File: src/polyline_lcd_cfg.svh
// polyline lcd configuration
`ifndef POLYLINE_LCD_CFG_SVH
`define POLYLINE_LCD_CFG_SVH

// system clock in MHz, spi_clk runs at half of it
`define CLK_MHZ 250

// spi_resn low time after reset, kept short for simulation
`define LCD_RESET_CYCLES 64

// pause after SWRESET and after SLPOUT (real panels need ~120 ms)
`define LCD_WAIT_CYCLES 128

// coordinate memory, 1024 words of 16 bits
`define BUF_AW 10

// ST7789 command bytes
`define CMD_SWRESET 8'h01
`define CMD_SLPOUT  8'h11
`define CMD_DISPON  8'h29
`define CMD_CASET   8'h2A // column window
`define CMD_RASET   8'h2B // row window
`define CMD_RAMWR   8'h2C // pixel stream follows
`define CMD_COLMOD  8'h3A // pixel format, 0x55 selects rgb565

`endif
File: src/polyline_pkg.sv
// polyline drawing types
`default_nettype none

package polyline_pkg;

  typedef logic [14:0] coord_t; // display coordinate
  typedef logic [15:0] color_t; // rgb565 pixel

  // word at an even address
  typedef struct packed {
    logic   new_seg; // start a new segment, no line into this point
    coord_t x;
  } x_word_t;

  // word at an odd address
  typedef struct packed {
    logic   last;    // final point of the polyline
    coord_t y;
  } y_word_t;

  // one memory word, meaning chosen by address parity
  typedef union packed {
    x_word_t xw;
    y_word_t yw;
  } coord_word_u;

  // horizontal or vertical run handed to the display writer
  typedef struct packed {
    coord_t      x;        // leftmost / topmost pixel
    coord_t      y;
    logic [15:0] len;      // pixel count, never zero
    logic        vertical; // run grows along y
    color_t      color;
  } run_t;

endpackage

`default_nettype wire

File: src/draw_if.sv
// drawing handshake interfaces
`timescale 1ns/1ps
`default_nettype none

// reader to line drawer
// producer waits for busy low, raises plot, holds it and the data until busy goes high
interface line_if import polyline_pkg::*; ();
  logic   plot;   // line request
  logic   busy;   // drawer working, also acts as accept
  coord_t x0, y0; // start point
  coord_t x1, y1; // end point
  color_t color;

  modport producer (output plot, x0, y0, x1, y1, color, input busy);
  modport consumer (input plot, x0, y0, x1, y1, color, output busy);
endinterface

// line drawer to display writer, same handshake
interface run_if import polyline_pkg::*; ();
  logic plot; // run request
  logic busy; // writer busy, high during lcd init too
  run_t rec;  // run payload

  modport producer (output plot, rec, input busy);
  modport consumer (input plot, rec, output busy);
endinterface

`default_nettype wire

File: src/polyline_lcd.sv
// polyline display top level
`timescale 1ns/1ps
`default_nettype none
`include "polyline_lcd_cfg.svh"

module polyline_lcd (
  input  logic               clk,
  input  logic               reset,
  input  logic               plot,     // one cycle strobe, ignored while busy
  output logic               busy,
  input  logic [15:0]        data,     // coordinate memory read data
  input  logic [15:0]        color,    // rgb565
  output logic [`BUF_AW-1:0] addr,
  output logic               rd,
  output logic               spi_csn,
  output logic               spi_clk,
  output logic               spi_mosi,
  output logic               spi_dc,
  output logic               spi_resn
);

  line_if line_bus (); // reader -> drawer
  run_if  run_bus ();  // drawer -> writer

  polyline_reader u_reader (
    .clk   (clk),
    .reset (reset),
    .plot  (plot),
    .busy  (busy),
    .data  (data),
    .color (color),
    .addr  (addr),
    .rd    (rd),
    .line  (line_bus.producer)
  );

  draw_line u_draw (
    .clk   (clk),
    .reset (reset),
    .line  (line_bus.consumer),
    .run   (run_bus.producer)
  );

  lcd_hvline u_lcd (
    .clk      (clk),
    .reset    (reset),
    .run      (run_bus.consumer),
    .spi_csn  (spi_csn),
    .spi_clk  (spi_clk),
    .spi_mosi (spi_mosi),
    .spi_dc   (spi_dc),
    .spi_resn (spi_resn)
  );

endmodule

`default_nettype wire

File: src/lcd_hvline.sv
// st7789 spi run writer
`timescale 1ns/1ps
`default_nettype none
`include "polyline_lcd_cfg.svh"

module lcd_hvline import polyline_pkg::*; (
  input  logic     clk,
  input  logic     reset,
  run_if.consumer  run,
  output logic     spi_csn,
  output logic     spi_clk,  // idle high, clk/2
  output logic     spi_mosi,
  output logic     spi_dc,   // 0 command, 1 data
  output logic     spi_resn
);

  typedef enum logic [2:0] {S_RST, S_INIT, S_WAIT, S_IDLE, S_HDR, S_PIX} state_t;

  state_t      st;
  logic [15:0] wcnt;       // reset and pause counter
  logic [2:0]  ii;         // init table index
  logic [8:0]  init_ent;   // {dc, byte}
  logic        init_wait;  // entry is followed by a pause
  logic [3:0]  bi;         // window header byte index
  logic [15:0] pix_left;
  logic        pix_lo;     // low byte of pixel next
  run_t        rq;
  logic [15:0] xs, xe, ys, ye;
  logic [7:0]  hdr_byte;
  logic        tx_idle, tx_ld, tx_dc;
  logic [7:0]  tx_byte;
  logic [7:0]  sh;         // remaining bits, msb first
  logic [3:0]  cnt;        // half spi_clk periods of the byte

  assign run.busy = (st != S_IDLE); // also covers reset and init
  assign tx_idle  = spi_csn;

  // window corners
  assign xs = {1'b0, rq.x};
  assign ys = {1'b0, rq.y};
  assign xe = rq.vertical ? xs : xs + rq.len - 16'd1;
  assign ye = rq.vertical ? ys + rq.len - 16'd1 : ys;

  // constant init table
  always_comb begin
    case (ii)
      3'd0:    init_ent = {1'b0, `CMD_SWRESET};
      3'd1:    init_ent = {1'b0, `CMD_SLPOUT};
      3'd2:    init_ent = {1'b0, `CMD_COLMOD};
      3'd3:    init_ent = {1'b1, 8'h55}; // 16 bit rgb565
      default: init_ent = {1'b0, `CMD_DISPON};
    endcase
  end
  assign init_wait = (ii < 3'd2);

  always_comb begin
    case (bi)
      4'd0:    hdr_byte = `CMD_CASET;
      4'd1:    hdr_byte = xs[15:8];
      4'd2:    hdr_byte = xs[7:0];
      4'd3:    hdr_byte = xe[15:8];
      4'd4:    hdr_byte = xe[7:0];
      4'd5:    hdr_byte = `CMD_RASET;
      4'd6:    hdr_byte = ys[15:8];
      4'd7:    hdr_byte = ys[7:0];
      4'd8:    hdr_byte = ye[15:8];
      4'd9:    hdr_byte = ye[7:0];
      default: hdr_byte = `CMD_RAMWR;
    endcase
  end

  // next byte for the shifter
  always_comb begin
    tx_ld   = 1'b0;
    tx_dc   = 1'b1;
    tx_byte = 8'h00;
    case (st)
      S_INIT: begin
        tx_ld            = tx_idle;
        {tx_dc, tx_byte} = init_ent;
      end
      S_HDR: begin
        tx_ld   = tx_idle;
        tx_dc   = !(bi == 4'd0 || bi == 4'd5 || bi == 4'd10); // command slots
        tx_byte = hdr_byte;
      end
      S_PIX: begin
        tx_ld   = tx_idle && (pix_left != 16'd0);
        tx_byte = pix_lo ? rq.color[7:0] : rq.color[15:8]; // high byte first
      end
      default: ;
    endcase
  end

  // byte shifter, csn low 16 cycles then one idle cycle
  always_ff @(posedge clk) begin
    if (reset) begin
      spi_csn  <= 1'b1;
      spi_clk  <= 1'b1;
      spi_mosi <= 1'b0;
      spi_dc   <= 1'b0;
      cnt      <= '0;
    end else if (tx_ld) begin
      spi_csn  <= 1'b0;
      spi_clk  <= 1'b0;       // first falling edge with bit 7
      spi_mosi <= tx_byte[7];
      spi_dc   <= tx_dc;
      cnt      <= '0;
    end else if (!spi_csn) begin
      cnt <= cnt + 1'b1;
      if (!cnt[0]) begin
        spi_clk <= 1'b1;      // rising edge, display samples
      end else if (cnt == 4'd15) begin
        spi_csn <= 1'b1;      // clock already back high
      end else begin
        spi_clk  <= 1'b0;
        spi_mosi <= sh[7];
      end
    end
  end

  always_ff @(posedge clk) begin
    if (tx_ld)
      sh <= {tx_byte[6:0], 1'b0};
    else if (!spi_csn && cnt[0] && cnt != 4'd15)
      sh <= {sh[6:0], 1'b0};
  end

  // run payload and byte counters
  always_ff @(posedge clk) begin
    if (st == S_IDLE && run.plot) begin
      rq       <= run.rec;
      bi       <= '0;
      pix_left <= run.rec.len;
      pix_lo   <= 1'b0;
    end
    if (st == S_HDR && tx_ld)
      bi <= bi + 1'b1;
    if (st == S_PIX && tx_ld) begin
      pix_lo <= ~pix_lo;
      if (pix_lo)
        pix_left <= pix_left - 1'b1; // pixel complete
    end
  end

  // reset, init and transaction sequencer
  always_ff @(posedge clk) begin
    if (reset) begin
      st       <= S_RST;
      spi_resn <= 1'b0;
      wcnt     <= '0;
      ii       <= '0;
    end else begin
      case (st)
        S_RST: if (wcnt == 16'(`LCD_RESET_CYCLES - 1)) begin
          spi_resn <= 1'b1;
          wcnt     <= '0;
          st       <= S_INIT;
        end else begin
          wcnt <= wcnt + 1'b1;
        end
        S_INIT: if (tx_ld) begin
          ii <= ii + 1'b1;
          if (init_wait)
            st <= S_WAIT;
          else if (ii == 3'd4)
            st <= S_IDLE; // DISPON sent, ready for runs
        end
        S_WAIT: if (tx_idle) begin // pause counts from end of command
          if (wcnt == 16'(`LCD_WAIT_CYCLES - 1)) begin
            wcnt <= '0;
            st   <= S_INIT;
          end else begin
            wcnt <= wcnt + 1'b1;
          end
        end
        S_IDLE: if (run.plot) st <= S_HDR;
        S_HDR: if (tx_ld && bi == 4'd10) st <= S_PIX; // RAMWR loaded
        S_PIX: if (pix_left == 16'd0) st <= S_IDLE;
        default: st <= S_RST;
      endcase
    end
  end

endmodule

`default_nettype wire

File: src/draw_line.sv
// bresenham run generator
`timescale 1ns/1ps
`default_nettype none

module draw_line import polyline_pkg::*; (
  input  logic     clk,
  input  logic     reset,
  line_if.consumer line,
  run_if.producer  run
);

  typedef enum logic [1:0] {S_IDLE, S_STEP, S_REQ, S_ACK} state_t;

  state_t             st;
  logic               busy;
  coord_t             cx, cy;        // current pixel
  coord_t             ex, ey;        // end point
  coord_t             dx, dy;        // absolute deltas
  coord_t             ldx, ldy;      // deltas of the offered line
  logic               sx_neg, sy_neg;
  logic               xmaj;          // x is the major axis
  logic               final_run;     // pending run ends the line
  logic signed [16:0] err;
  logic signed [17:0] err_nxt;
  logic signed [17:0] e2;
  logic signed [17:0] dx_s, dy_s;
  logic               step_x, step_y;
  logic               at_end, minor_step;
  logic               accept, emit, advance;
  coord_t             nx, ny;
  coord_t             cur_m, nxt_m;  // major coordinate now / next
  coord_t             run_m;         // major coordinate of first pixel in run
  coord_t             run_lo;        // smaller end of the run
  logic [15:0]        run_len;       // pixels already in the run
  logic [15:0]        len_nxt;
  color_t             color_q;
  run_t               rec;

  assign ldx = (line.x1 >= line.x0) ? line.x1 - line.x0 : line.x0 - line.x1;
  assign ldy = (line.y1 >= line.y0) ? line.y1 - line.y0 : line.y0 - line.y1;

  assign dx_s = signed'({3'b000, dx});
  assign dy_s = signed'({3'b000, dy});
  assign e2   = {err, 1'b0}; // twice the error

  assign step_x  = (e2 > -dy_s);
  assign step_y  = (e2 < dx_s);
  assign err_nxt = err - (step_x ? dy_s : 18'sd0) + (step_y ? dx_s : 18'sd0);

  assign nx = step_x ? (sx_neg ? cx - 1'b1 : cx + 1'b1) : cx;
  assign ny = step_y ? (sy_neg ? cy - 1'b1 : cy + 1'b1) : cy;

  assign at_end     = (cx == ex) && (cy == ey);
  assign minor_step = xmaj ? step_y : step_x; // minor coordinate changes
  assign cur_m      = xmaj ? cx : cy;
  assign nxt_m      = xmaj ? nx : ny;
  assign run_lo     = (cur_m < run_m) ? cur_m : run_m;
  assign len_nxt    = run_len + 1'b1;

  assign accept  = (st == S_IDLE) && line.plot;
  assign emit    = (st == S_STEP) && (at_end || minor_step);
  assign advance = (st == S_STEP) && !at_end;

  assign line.busy = busy;
  assign run.rec   = rec;

  // datapath, one pixel per STEP cycle
  always_ff @(posedge clk) begin
    if (accept) begin
      cx      <= line.x0;
      cy      <= line.y0;
      ex      <= line.x1;
      ey      <= line.y1;
      dx      <= ldx;
      dy      <= ldy;
      sx_neg  <= (line.x1 < line.x0);
      sy_neg  <= (line.y1 < line.y0);
      xmaj    <= (ldx >= ldy);
      err     <= signed'({2'b00, ldx}) - signed'({2'b00, ldy});
      run_m   <= (ldx >= ldy) ? line.x0 : line.y0;
      run_len <= '0;
      color_q <= line.color;
    end
    if (emit) begin
      rec.x        <= xmaj ? run_lo : cx;
      rec.y        <= xmaj ? cy : run_lo;
      rec.len      <= len_nxt;
      rec.vertical <= ~xmaj;
      rec.color    <= color_q;
      final_run    <= at_end;
      run_len      <= '0;
      run_m        <= nxt_m; // next run begins at the next pixel
    end else if (advance) begin
      run_len <= len_nxt;
    end
    if (advance) begin
      cx  <= nx;
      cy  <= ny;
      err <= err_nxt[16:0];
    end
  end

  always_ff @(posedge clk) begin
    if (reset) begin
      st       <= S_IDLE;
      busy     <= 1'b0;
      run.plot <= 1'b0;
    end else begin
      case (st)
        S_IDLE: if (line.plot) begin
          busy <= 1'b1;
          st   <= S_STEP;
        end
        S_STEP: if (emit) st <= S_REQ;
        S_REQ: if (!run.busy) begin // writer free
          run.plot <= 1'b1;
          st       <= S_ACK;
        end
        S_ACK: if (run.busy) begin  // run taken
          run.plot <= 1'b0;
          if (final_run) begin
            busy <= 1'b0;
            st   <= S_IDLE;
          end else begin
            st <= S_STEP;
          end
        end
        default: st <= S_IDLE;
      endcase
    end
  end

endmodule

`default_nettype wire

File: src/polyline_reader.sv
// polyline coordinate reader
`timescale 1ns/1ps
`default_nettype none
`include "polyline_lcd_cfg.svh"

module polyline_reader import polyline_pkg::*; (
  input  logic               clk,
  input  logic               reset,
  input  logic               plot,  // host strobe
  output logic               busy,
  input  coord_word_u        data,  // valid the cycle after rd
  input  color_t             color, // taken with an accepted plot
  output logic [`BUF_AW-1:0] addr,
  output logic               rd,
  line_if.producer           line
);

  typedef enum logic [2:0] {S_IDLE, S_ADDR, S_DATA, S_REQ, S_ACK, S_DONE} state_t;

  state_t             st;
  logic [`BUF_AW-1:0] ptr;       // word address
  logic [`BUF_AW-1:0] ptr_nxt;
  logic               full;      // a start point is held
  logic               last;      // last flag seen on the newest y word
  logic               cur_hi;    // newest point lives in slots 2/3
  coord_t             pt [0:3];  // x, y, x, y of two points
  color_t             color_q;

  assign ptr_nxt = ptr + 1'b1;
  assign addr    = ptr;
  assign rd      = (st == S_ADDR); // address cycle

  // line goes from the older point to the newest one
  assign line.x0    = cur_hi ? pt[0] : pt[2];
  assign line.y0    = cur_hi ? pt[1] : pt[3];
  assign line.x1    = cur_hi ? pt[2] : pt[0];
  assign line.y1    = cur_hi ? pt[3] : pt[1];
  assign line.color = color_q;

  // point buffer, slot picked by the low address bits
  always_ff @(posedge clk) begin
    if (st == S_DATA)
      pt[ptr[1:0]] <= data.xw.x; // x and y share bits 14:0
    if (st == S_IDLE && plot)
      color_q <= color;
  end

  always_ff @(posedge clk) begin
    if (reset) begin
      st        <= S_IDLE;
      busy      <= 1'b0;
      ptr       <= '0;
      full      <= 1'b0;
      last      <= 1'b0;
      cur_hi    <= 1'b0;
      line.plot <= 1'b0;
    end else begin
      case (st)
        S_IDLE: if (plot && !busy) begin
          busy <= 1'b1;
          ptr  <= '0;
          full <= 1'b0; // first point has nothing to connect to
          last <= 1'b0;
          st   <= S_ADDR;
        end
        S_ADDR: st <= S_DATA; // memory answers next edge
        S_DATA: begin
          ptr <= ptr_nxt;
          if (!ptr[0]) begin // x word
            if (data.xw.new_seg)
              full <= 1'b0;
            st <= S_ADDR;
          end else begin     // y word completes a point
            cur_hi <= ptr[1];
            full   <= 1'b1;
            last   <= data.yw.last;
            if (full)
              st <= S_REQ;
            else if (data.yw.last || ptr_nxt == '0)
              st <= S_DONE; // nothing to draw, stop here
            else
              st <= S_ADDR;
          end
        end
        S_REQ: if (!line.busy) begin
          line.plot <= 1'b1;
          st        <= S_ACK;
        end
        S_ACK: if (line.busy) begin // drawer took the line
          line.plot <= 1'b0;
          if (last || ptr == '0) // last point or address wrapped
            st <= S_DONE;
          else
            st <= S_ADDR;
        end
        S_DONE: if (!line.busy) begin // drawer has handed off its last run
          busy <= 1'b0;
          st   <= S_IDLE;
        end
        default: st <= S_IDLE;
      endcase
    end
  end

endmodule

`default_nettype wire

File: config.mk
export PLATFORM = sky130hd
export DESIGN_NAME = polyline_lcd
export DESIGN_NICKNAME = d
export VERILOG_FILES = /design/src/polyline_pkg.sv /design/src/draw_if.sv /design/src/polyline_lcd.sv /design/src/lcd_hvline.sv /design/src/draw_line.sv /design/src/polyline_reader.sv
export VERILOG_INCLUDE_DIRS = /design/src
export SDC_FILE = /design/constraint.sdc
export NUM_CORES = 1
export LEC_CHECK = 0
export ABC_AREA = 1
export BUFFER_PORTS_ARGS = -buffer_cell sky130_fd_sc_hd__buf_2
export CAP_MARGIN = 20
export CORE_ASPECT_RATIO = 0.8
export CORE_MARGIN = 3
export CORE_UTILIZATION = 50
export CTS_CLUSTER_SIZE = 40
export DETAILED_ROUTE_END_ITERATION = 10
export MAX_ROUTING_LAYER = met4
export PLACE_DENSITY = 0.73
export SLEW_MARGIN = 10
export SYNTH_ARGS = -nofsm -noshare
export SYNTH_HDL_FRONTEND = slang
export SYNTH_SLANG_ARGS = --single-unit
File: constraint.sdc
create_clock -name clk -period 6.2 [get_ports clk]
set_input_delay 0.31 -clock clk [delete_from_list [all_inputs] [get_ports clk]]
set_output_delay 0.31 -clock clk [all_outputs]
set_load 0.01 [all_outputs]
# Word-level counts from Yosys, hierarchy flattened
# Memories as Yosys holds them, arrays and structs flattened.
# Cells that the tools add are included.
[word_totals] memories=1 regBits=381 latchBits=0 input_bits=35 ram_bits=60 mem_bits_ro=0
[classes] order_cmp=9 multipliers=0 shift=0 eq_ne=56 mux=110 addsub=23 n_bitwise=2 n_div=0 reduce_logical=61
[mem_list] memory="u_reader.pt" words=4 width=15 read_ports=4 rd_ports_with_merged_regs=0 write_ports=1 line_no="polyline_reader.sv:26" source="coord_t pt [0:3];"
[ops] cell="two-way mux 15 bit" n=24
[ops] cell="two-way mux 16 bit" n=10
[ops] cell="one-hot mux 8 bit (10 select lines)" n=1
[ops] cell="subtractor 15 bit" n=4
[ops] cell="two-way mux 3 bit" n=17
[ops] cell="subtractor 16 x 1 -> 16 bit (second input constant)" n=3
[ops] cell="greater-or-equal comparator 15 bit" n=3
[ops] cell="less-than comparator 15 bit" n=3
[ops] cell="one-hot mux 3 bit (6 select lines)" n=2
[ops] cell="one-hot mux 9 bit (4 select lines)" n=1
[ops] cell="two-way mux 17 bit" n=2
[ops] cell="adder 15 x 16 -> 16 bit" n=2
[ops] cell="adder 16 x 1 -> 16 bit (second input constant)" n=2
[ops] cell="one-hot mux 16 bit (2 select lines)" n=1
[ops] cell="two-way mux 1 bit" n=31
[ops] cell="adder 15 x 1 -> 15 bit (second input constant)" n=2
[ops] cell="== test 15 bit" n=2
[ops] cell="subtractor 15 x 1 -> 15 bit (second input constant)" n=2
[ops] cell="two-way mux 8 bit" n=3
[ops] cell="one-hot mux 8 bit (3 select lines)" n=1
[ops] cell="nonzero test 2 bit" n=12
[ops] cell="zero test 10 bit" n=2
[ops] cell="inequality test 2 x 1 -> 1 bit (second input constant)" n=10
[ops] cell="one-hot mux 10 bit (2 select lines)" n=1
[ops] cell="other kinds (44)" n=120

# Logic depth before layout (Yosys ltp)
# An unclocked memory read counts as a cell.
[logic_depth] depth_word=8 mapped_depth=34

# By module
# A second synthesis with hierarchy kept.
[unflattened] cells_unflattened=3793 area_unflattened_um2=30424.2
[modules_own_cells] module="draw_line" n_inst=1 area_per_inst_um2=18029.8 cells_per_inst=2274 seq_area_each_um2=6556.3
[modules_own_cells] module="lcd_hvline" n_inst=1 area_per_inst_um2=8298.0 cells_per_inst=1103 seq_area_each_um2=3193.1
[modules_own_cells] module="polyline_reader" n_inst=1 area_per_inst_um2=4096.4 cells_per_inst=416 seq_area_each_um2=2642.5

# Worst setup path after synthesis
# No wires, ideal clock.
[synth_path] kind="register to register" start="register u_draw.dy[0]" end="register u_draw.err[16], data pin" setup_time_ns=0.266 period_less_slack_ns=5.037 setup_slack_ns=1.163 t_required_ns=5.934 path_buffers=2 arrival_ns=4.771 path_stages_with_launch=33 cell_sequence="edfxtp_1 > inv_1 > ha_1 > nand3_1 > nor3_1 > nand2_1 > nor2_1 > nand4_1 > nor2_1 > nand2_1 > xor2_1 > ha_1 > nand2_1 > nor2_1 > nand2_1 > nor2_1 > nand2_1 > nand3_1 > nand2_1 > nand3_1 > buf_2 > buf_2 > nor2_1 > fa_1 > inv_1 > ha_1 > nand2_1 > nor3_1 > a21oi_1 > o21ai_0 > nand3_1 > a21oi_1 > o21ai_0"
[synth_via] elab_chain_cells=6
[synth_lines] element="from (decl)" line_no="draw_line.sv:18" source="coord_t dx, dy;"
[synth_lines] element="from (signal assigned)" line_no="draw_line.sv:75" source="dy <= ldy;"
[synth_lines] element="negator 15 -> 18 bit" line_no="draw_line.sv:46" source="assign step_x = (e2 > -dy_s);"
[synth_lines] element="> comparator 18 bit" line_no="draw_line.sv:46"
[synth_lines] element="two-way mux 15 bit (*)" line_no="draw_line.sv:48" source="assign err_nxt = err - (step_x ? dy_s : 18'sd0) + (step_y ? dx_s : 18'sd0);"
[synth_lines] element="subtractor 17 x 16 -> 17 bit (*)" line_no="draw_line.sv:48"
[synth_lines] element="adder 17 bit (*)" line_no="draw_line.sv:48"
[synth_lines] element="two-way mux 17 bit (*)" line_no="draw_line.sv:96" source="if (advance) begin"
[synth_lines] element="to (signal assigned)" line_no="draw_line.sv:79" source="err <= signed'({2'b00, ldx}) - signed'({2'b00, ldy});"
[synth_lines] element="to (signal assigned)" line_no="draw_line.sv:99" source="err <= err_nxt[16:0];"
[synth_lines] element="to (decl)" line_no="draw_line.sv:23" source="logic signed [16:0] err;"
# Mark *: on every way between the ends. The rest lies on a longest branch, timed or not.
# A chain may end at the register's enable or synchronous reset.

# Worst setup path after layout
[layout_path] start="register u_reader.cur_hi" end="register u_draw.run_m[5], data pin"
[layout_via] elab_chain_cells=7 word_cells_on_any_way=16 classes_between="add/sub (4); order compare (3); mux (9)"
[layout_lines] element="from (decl)" line_no="polyline_reader.sv:25" source="logic cur_hi;"
[layout_lines] element="from (signal assigned)" line_no="polyline_reader.sv:74" source="cur_hi <= ptr[1];"
[layout_lines] element="two-way mux 15 bit (on tied branches)" line_no="polyline_reader.sv:34, polyline_reader.sv:36"
[layout_lines] element="subtractor 15 bit or greater-or-equal comparator 15 bit (tied branches)" line_no="draw_line.sv:39" source="assign ldx = (line.x1 >= line.x0) ? line.x1 - line.x0 : line.x0 - line.x1;"
[layout_lines] element="two-way mux 15 bit (*)" line_no="draw_line.sv:39"
[layout_lines] element="named net u_draw.ldx[10]" line_no="draw_line.sv:19" source="coord_t ldx, ldy;"
[layout_lines] element="greater-or-equal comparator 15 bit (*)" line_no="draw_line.sv:80" source="run_m <= (ldx >= ldy) ? line.x0 : line.y0;"
[layout_lines] element="two-way mux 15 bit (*)" line_no="draw_line.sv:80"
[layout_lines] element="two-way mux 15 bit (*)" line_no="draw_line.sv:69" source="if (accept) begin"
[layout_lines] element="two-way mux 15 bit (*)" line_no="draw_line.sv:84" source="if (emit) begin"
[layout_lines] element="to (signal assigned)" line_no="draw_line.sv:80"
[layout_lines] element="to (signal assigned)" line_no="draw_line.sv:92" source="run_m <= nxt_m;"
[layout_lines] element="to (decl)" line_no="draw_line.sv:32" source="coord_t run_m;"
# Mark *: on every way through the listed nets, which the timed path passes. The rest lies on a longest branch. The select of a mux whose other input is x is not followed.

==> summary.md <==
| Metric | Value |
|---|---|
| Final Setup Violations | 0 |
| Final net count | 4158 |
| Status | finished clean |
| Seq/Total Area, Yosys | 41.03% |
| HPWL after DPL | 64600 um |
| Slew margin rel. | 31.15% |
| Pwr per Cell Area | 350.0 nW/um^2 |
| Chip Height | 225.8 um |
| Syn nets | 4076 |
| Syn Std Cell Area | 30200 sq um |
| Synthesis-to-layout area growth | 10.29% |
| CP max-delay cell | o21ai_0 |
| DRC | 0 |
| Core Footprint | 58910 sq um |
| Clk pwr share | 25.4% |
| Crit-path max cell delay | 600 ps |
| Worst Hold Class | in -> reg |
| Core Util, Final | 56.54% |
| DRT antenna net count | 0 |
| Synth unique cells | 59 |
| RSZ-0062 raised after global routing | false |
| Die W | 280.8 um |
| Tot Pwr | 11660 uW |
| Num CTS Buffers | 48 |
| First-pass GRT wire length | 130100 um |
| Setup crit end kind | flop |
| Combinational fraction of design power | 39.7% |
| Die area | 63400 sq um |
| First-pass DRT Iterations | 6 |
| Syn avg cell area | 7.994 sq um |
| Wire per inst | 17.84 um |
| Gr ovfl total | 0 |
| Clk buf depth | 3 |
| Peak VDD IR | 0.0002468 V |
| Cells after synthesis | 3778 |
| Root Buffer | clkbuf_16 |
| Via count | 25610 |
| Initial DRC count | 2921 |
| Maxcap violations | 0 |
| Largest net degree at the start of global routing | 70 |
| Measured slew at the worst slew-check pin | 1022 ps |
| DR vias/cell | 5.484 |
| CP Data Required Time | 6540 ps |
| Io pins | 52 |
| Buffers on Ports | 51 |
| Clock Latency Late Sink | 610 ps |
| Layout cells sized above 1 | 6.232% |
| CP most frequent cell | nand2_1 |
| WL final | 83300 um |
| Vias in the first global route | 23450 |
| Static leakage | 0.01507 uW |
| Crit Path Class | reg -> reg |
| Part of the power in registers | 35.0% |
| Fin Setup TNS | 0 ps |
| Synth Warn # | 0 |
| Pint | 6998 uW |
| Crit share post-route | 92.10% |
| GP Congestion | 1.004 |
| Initial antenna violation count | 1 |
| Clock sinks | 441 |
| Total GRT Usage | 27.00% |
| CTS tree | yes |
| Clk_skew | 22.99 ps |
| Post-CTS Setup Bufs | 0 |
| Startpoint types | flop |
| CP max FO | 60 |
| H-tree depth | 2 |
| Net Sw Power | 4661 uW |
| Initial Util | 51.26% |
| Final Max Tran Viols | 0 |
| Post-layout min period | 5710 ps |
| Final Hold Fails | 0 |
| Max Freq | 175.1 MHz |
| Synthesized flop and latch total | 441 |
| Site row count | 79 |
| Worst-path clk slew | 60 ps |
| Sw frac | 39.98% |
| Critical-path cell list | buf_4 > o21ai_0 > inv_1 > ha_1 > a21oi_1 > o21ai_1 > a21oi_1 > inv_1 > nand3_1 > and3_1 > nand2_1 > nand3_1 > nand2_1 > ha_1 > nand2_1 > nor4_1 > nand2_1 > nand3_1 > buf_4 > nand2_1 > o211ai_1 > nand2_1 |
| Critical Path AT | 6050 ps |
==> critical path: cells and delay by family, from the launching register on <==
kind,cells,cell delay (ps)
buf+inv,4,840
flops,1,480
simple gates,11,1860
compound gates,5,1410
fa+ha+maj,2,820
==> flip-flops by register name, indices dropped and copies added, names as in the netlist, 2 cells and up <==
signal,count
u_reader.line.color,16
u_draw.cy,15
u_draw.err,17
u_draw.cx,15
u_lcd.ii,3
u_lcd.sh,7
u_draw.run_m,15
u_draw.run.rec,63
u_reader.st,3
u_draw.st,2
u_lcd.cnt,4
u_lcd.wcnt,16
u_lcd.st,3
u_lcd.bi,4
u_draw.color_q,16
u_draw.ex,15
u_draw.dy,15
u_reader.pt,60
u_lcd.pix_left,16
u_draw.ey,15
u_draw.dx,15
u_reader.addr,10
u_lcd.rq,63
u_draw.run_len,16
==> synth_stat cells, drive strengths merged <==
| master | number | area share [%] |
|---|---|---|
| ha | 239 | 9.9 |
| o31ai | 4 | 0.099 |
| o22ai | 5 | 0.10 |
| or2 | 25 | 0.52 |
| a31oi | 14 | 0.29 |
| nor2 | 267 | 3.4 |
| nand3b | 3 | 0.075 |
| and3 | 4 | 0.083 |
| a21o | 23 | 0.57 |
| a221oi | 6 | 0.17 |
| o21bai | 13 | 0.34 |
| clkbuf | 50 | 0.63 |
| a211oi | 6 | 0.15 |
| fa | 24 | 1.6 |
| nor3 | 41 | 0.77 |
| o21a | 9 | 0.22 |
| xor2 | 121 | 3.5 |
| o221ai | 4 | 0.12 |
| inv | 629 | 7.8 |
| a31o | 2 | 0.058 |
| xnor2 | 45 | 1.3 |
| edfxtp | 356 | 35 |
| nor3b | 3 | 0.091 |
| mux2 | 7 | 0.26 |
| dfxtp | 85 | 5.6 |
| a21oi | 245 | 4.1 |
| o211ai | 16 | 0.41 |
| mux2i | 6 | 0.20 |
| clkinv | 3 | 0.037 |
| nand2 | 871 | 11 |
| o2111ai | 5 | 0.14 |
| nand4 | 37 | 0.77 |
| buf | 44 | 0.76 |
| nand3 | 241 | 4.0 |
| and2 | 1 | 0.021 |
| nor4 | 8 | 0.24 |
| a21boi | 5 | 0.12 |
| o21ai | 311 | 5.2 |
==> timing repair <==
item | in CTS | in global routing
resized for setup | 0 | 4
endpoints found under the setup margin | 0 | 22
hold buffers | 31 | 0
hold endpoints to repair | 76 | 0
==> final cells by class <==
| cell class | instances | area [sq um] |
|---|---|---|
| inverter | 632 | 2377 |
| clock inverter | 31 | 364.1 |
| fill | 5349 | 25600 |
| multi-input combinational | 2611 | 15020 |
| timing repair buffer | 126 | 920.9 |
| tap | 769 | 962.2 |
| sequential | 441 | 12400 |
| antenna | 1 | 2.502 |
| clock buffer | 58 | 1260 |
==> path summary, 6_finish.rpt <==
kind | start | end | slack (ps) | cells after the start
setup / recovery | u_reader.cur_hi | u_draw.run_m[5] | 490 | 22
hold / removal | data[15] | u_reader.last | 60 | 3
hold reg to reg | u_draw.color_q[10] | u_draw.run.rec[10] | 410 | 0
setup reg to reg | u_reader.cur_hi | u_draw.run_m[5] | 490 | 22
==> cells by family after synthesis <==
group	count (synthesis)	synth area share, %
AND/OR/NAND/NOR	1501	20.88
buffers and inverters	726	9.255
AO/OA/AOI/OAI	668	12.07
flip-flops	441	41.03
adder cells (fa/ha/maj)	263	11.49
XOR/XNOR	166	4.814
multiplexers	13	0.4599
==> power groups by stage <==
stage	clock (uW)	sequential, uW	combinational [uW]
3_3_place_gp	0	4120	4450
3_5_place_dp	0	4130	4480
6_report	2960	4080	4620
2_1_floorplan	0	4000	3270
5_1_grt	3120	4110	5210
4_1_cts	3000	4070	4530
==> placed cells by master (no fill, tap or decap), drive strengths merged, types with 95 or more instances in the layout <==
cell type  synthesis  layout
edfxtp           356     356
nand2            871     871
nand3            241     241
a21oi            245     245
o21ai            311     311
xor2             121     121
nor2             267     267
ha               239     239
buf               44      95
inv              629     630
==> per-stage QoR <==
| step | hold slack (ps) | setup slack (ps) | area [sq um] | cells |
|---|---|---|---|---|
| 2_1_floorplan | 400.3 | 1163 | 30200 | 3778 |
| 3_3_place_gp | 400.4 | 547.4 | 31360 | 4548 |
| 3_5_place_dp | 404.5 | 434.4 | 31360 | 4548 |
| 4_1_cts | 20.76 | 444.3 | 33300 | 4668 |
| 5_1_grt | 74.51 | 6.612 | 33310 | 4669 |
| 6_report | 56.43 | 490.1 | 33310 | 4669 |
==> layer usage <==
layer	GRT usage (%)	routed length (um)	vias up
met2	39.10	34770	1027
met3	4.310	7877	139
li1	-	-	12620
met5	-	0	-
met1	39.63	38840	11820
met4	6.468	1819	0
(Power assumes the default switching activity.)
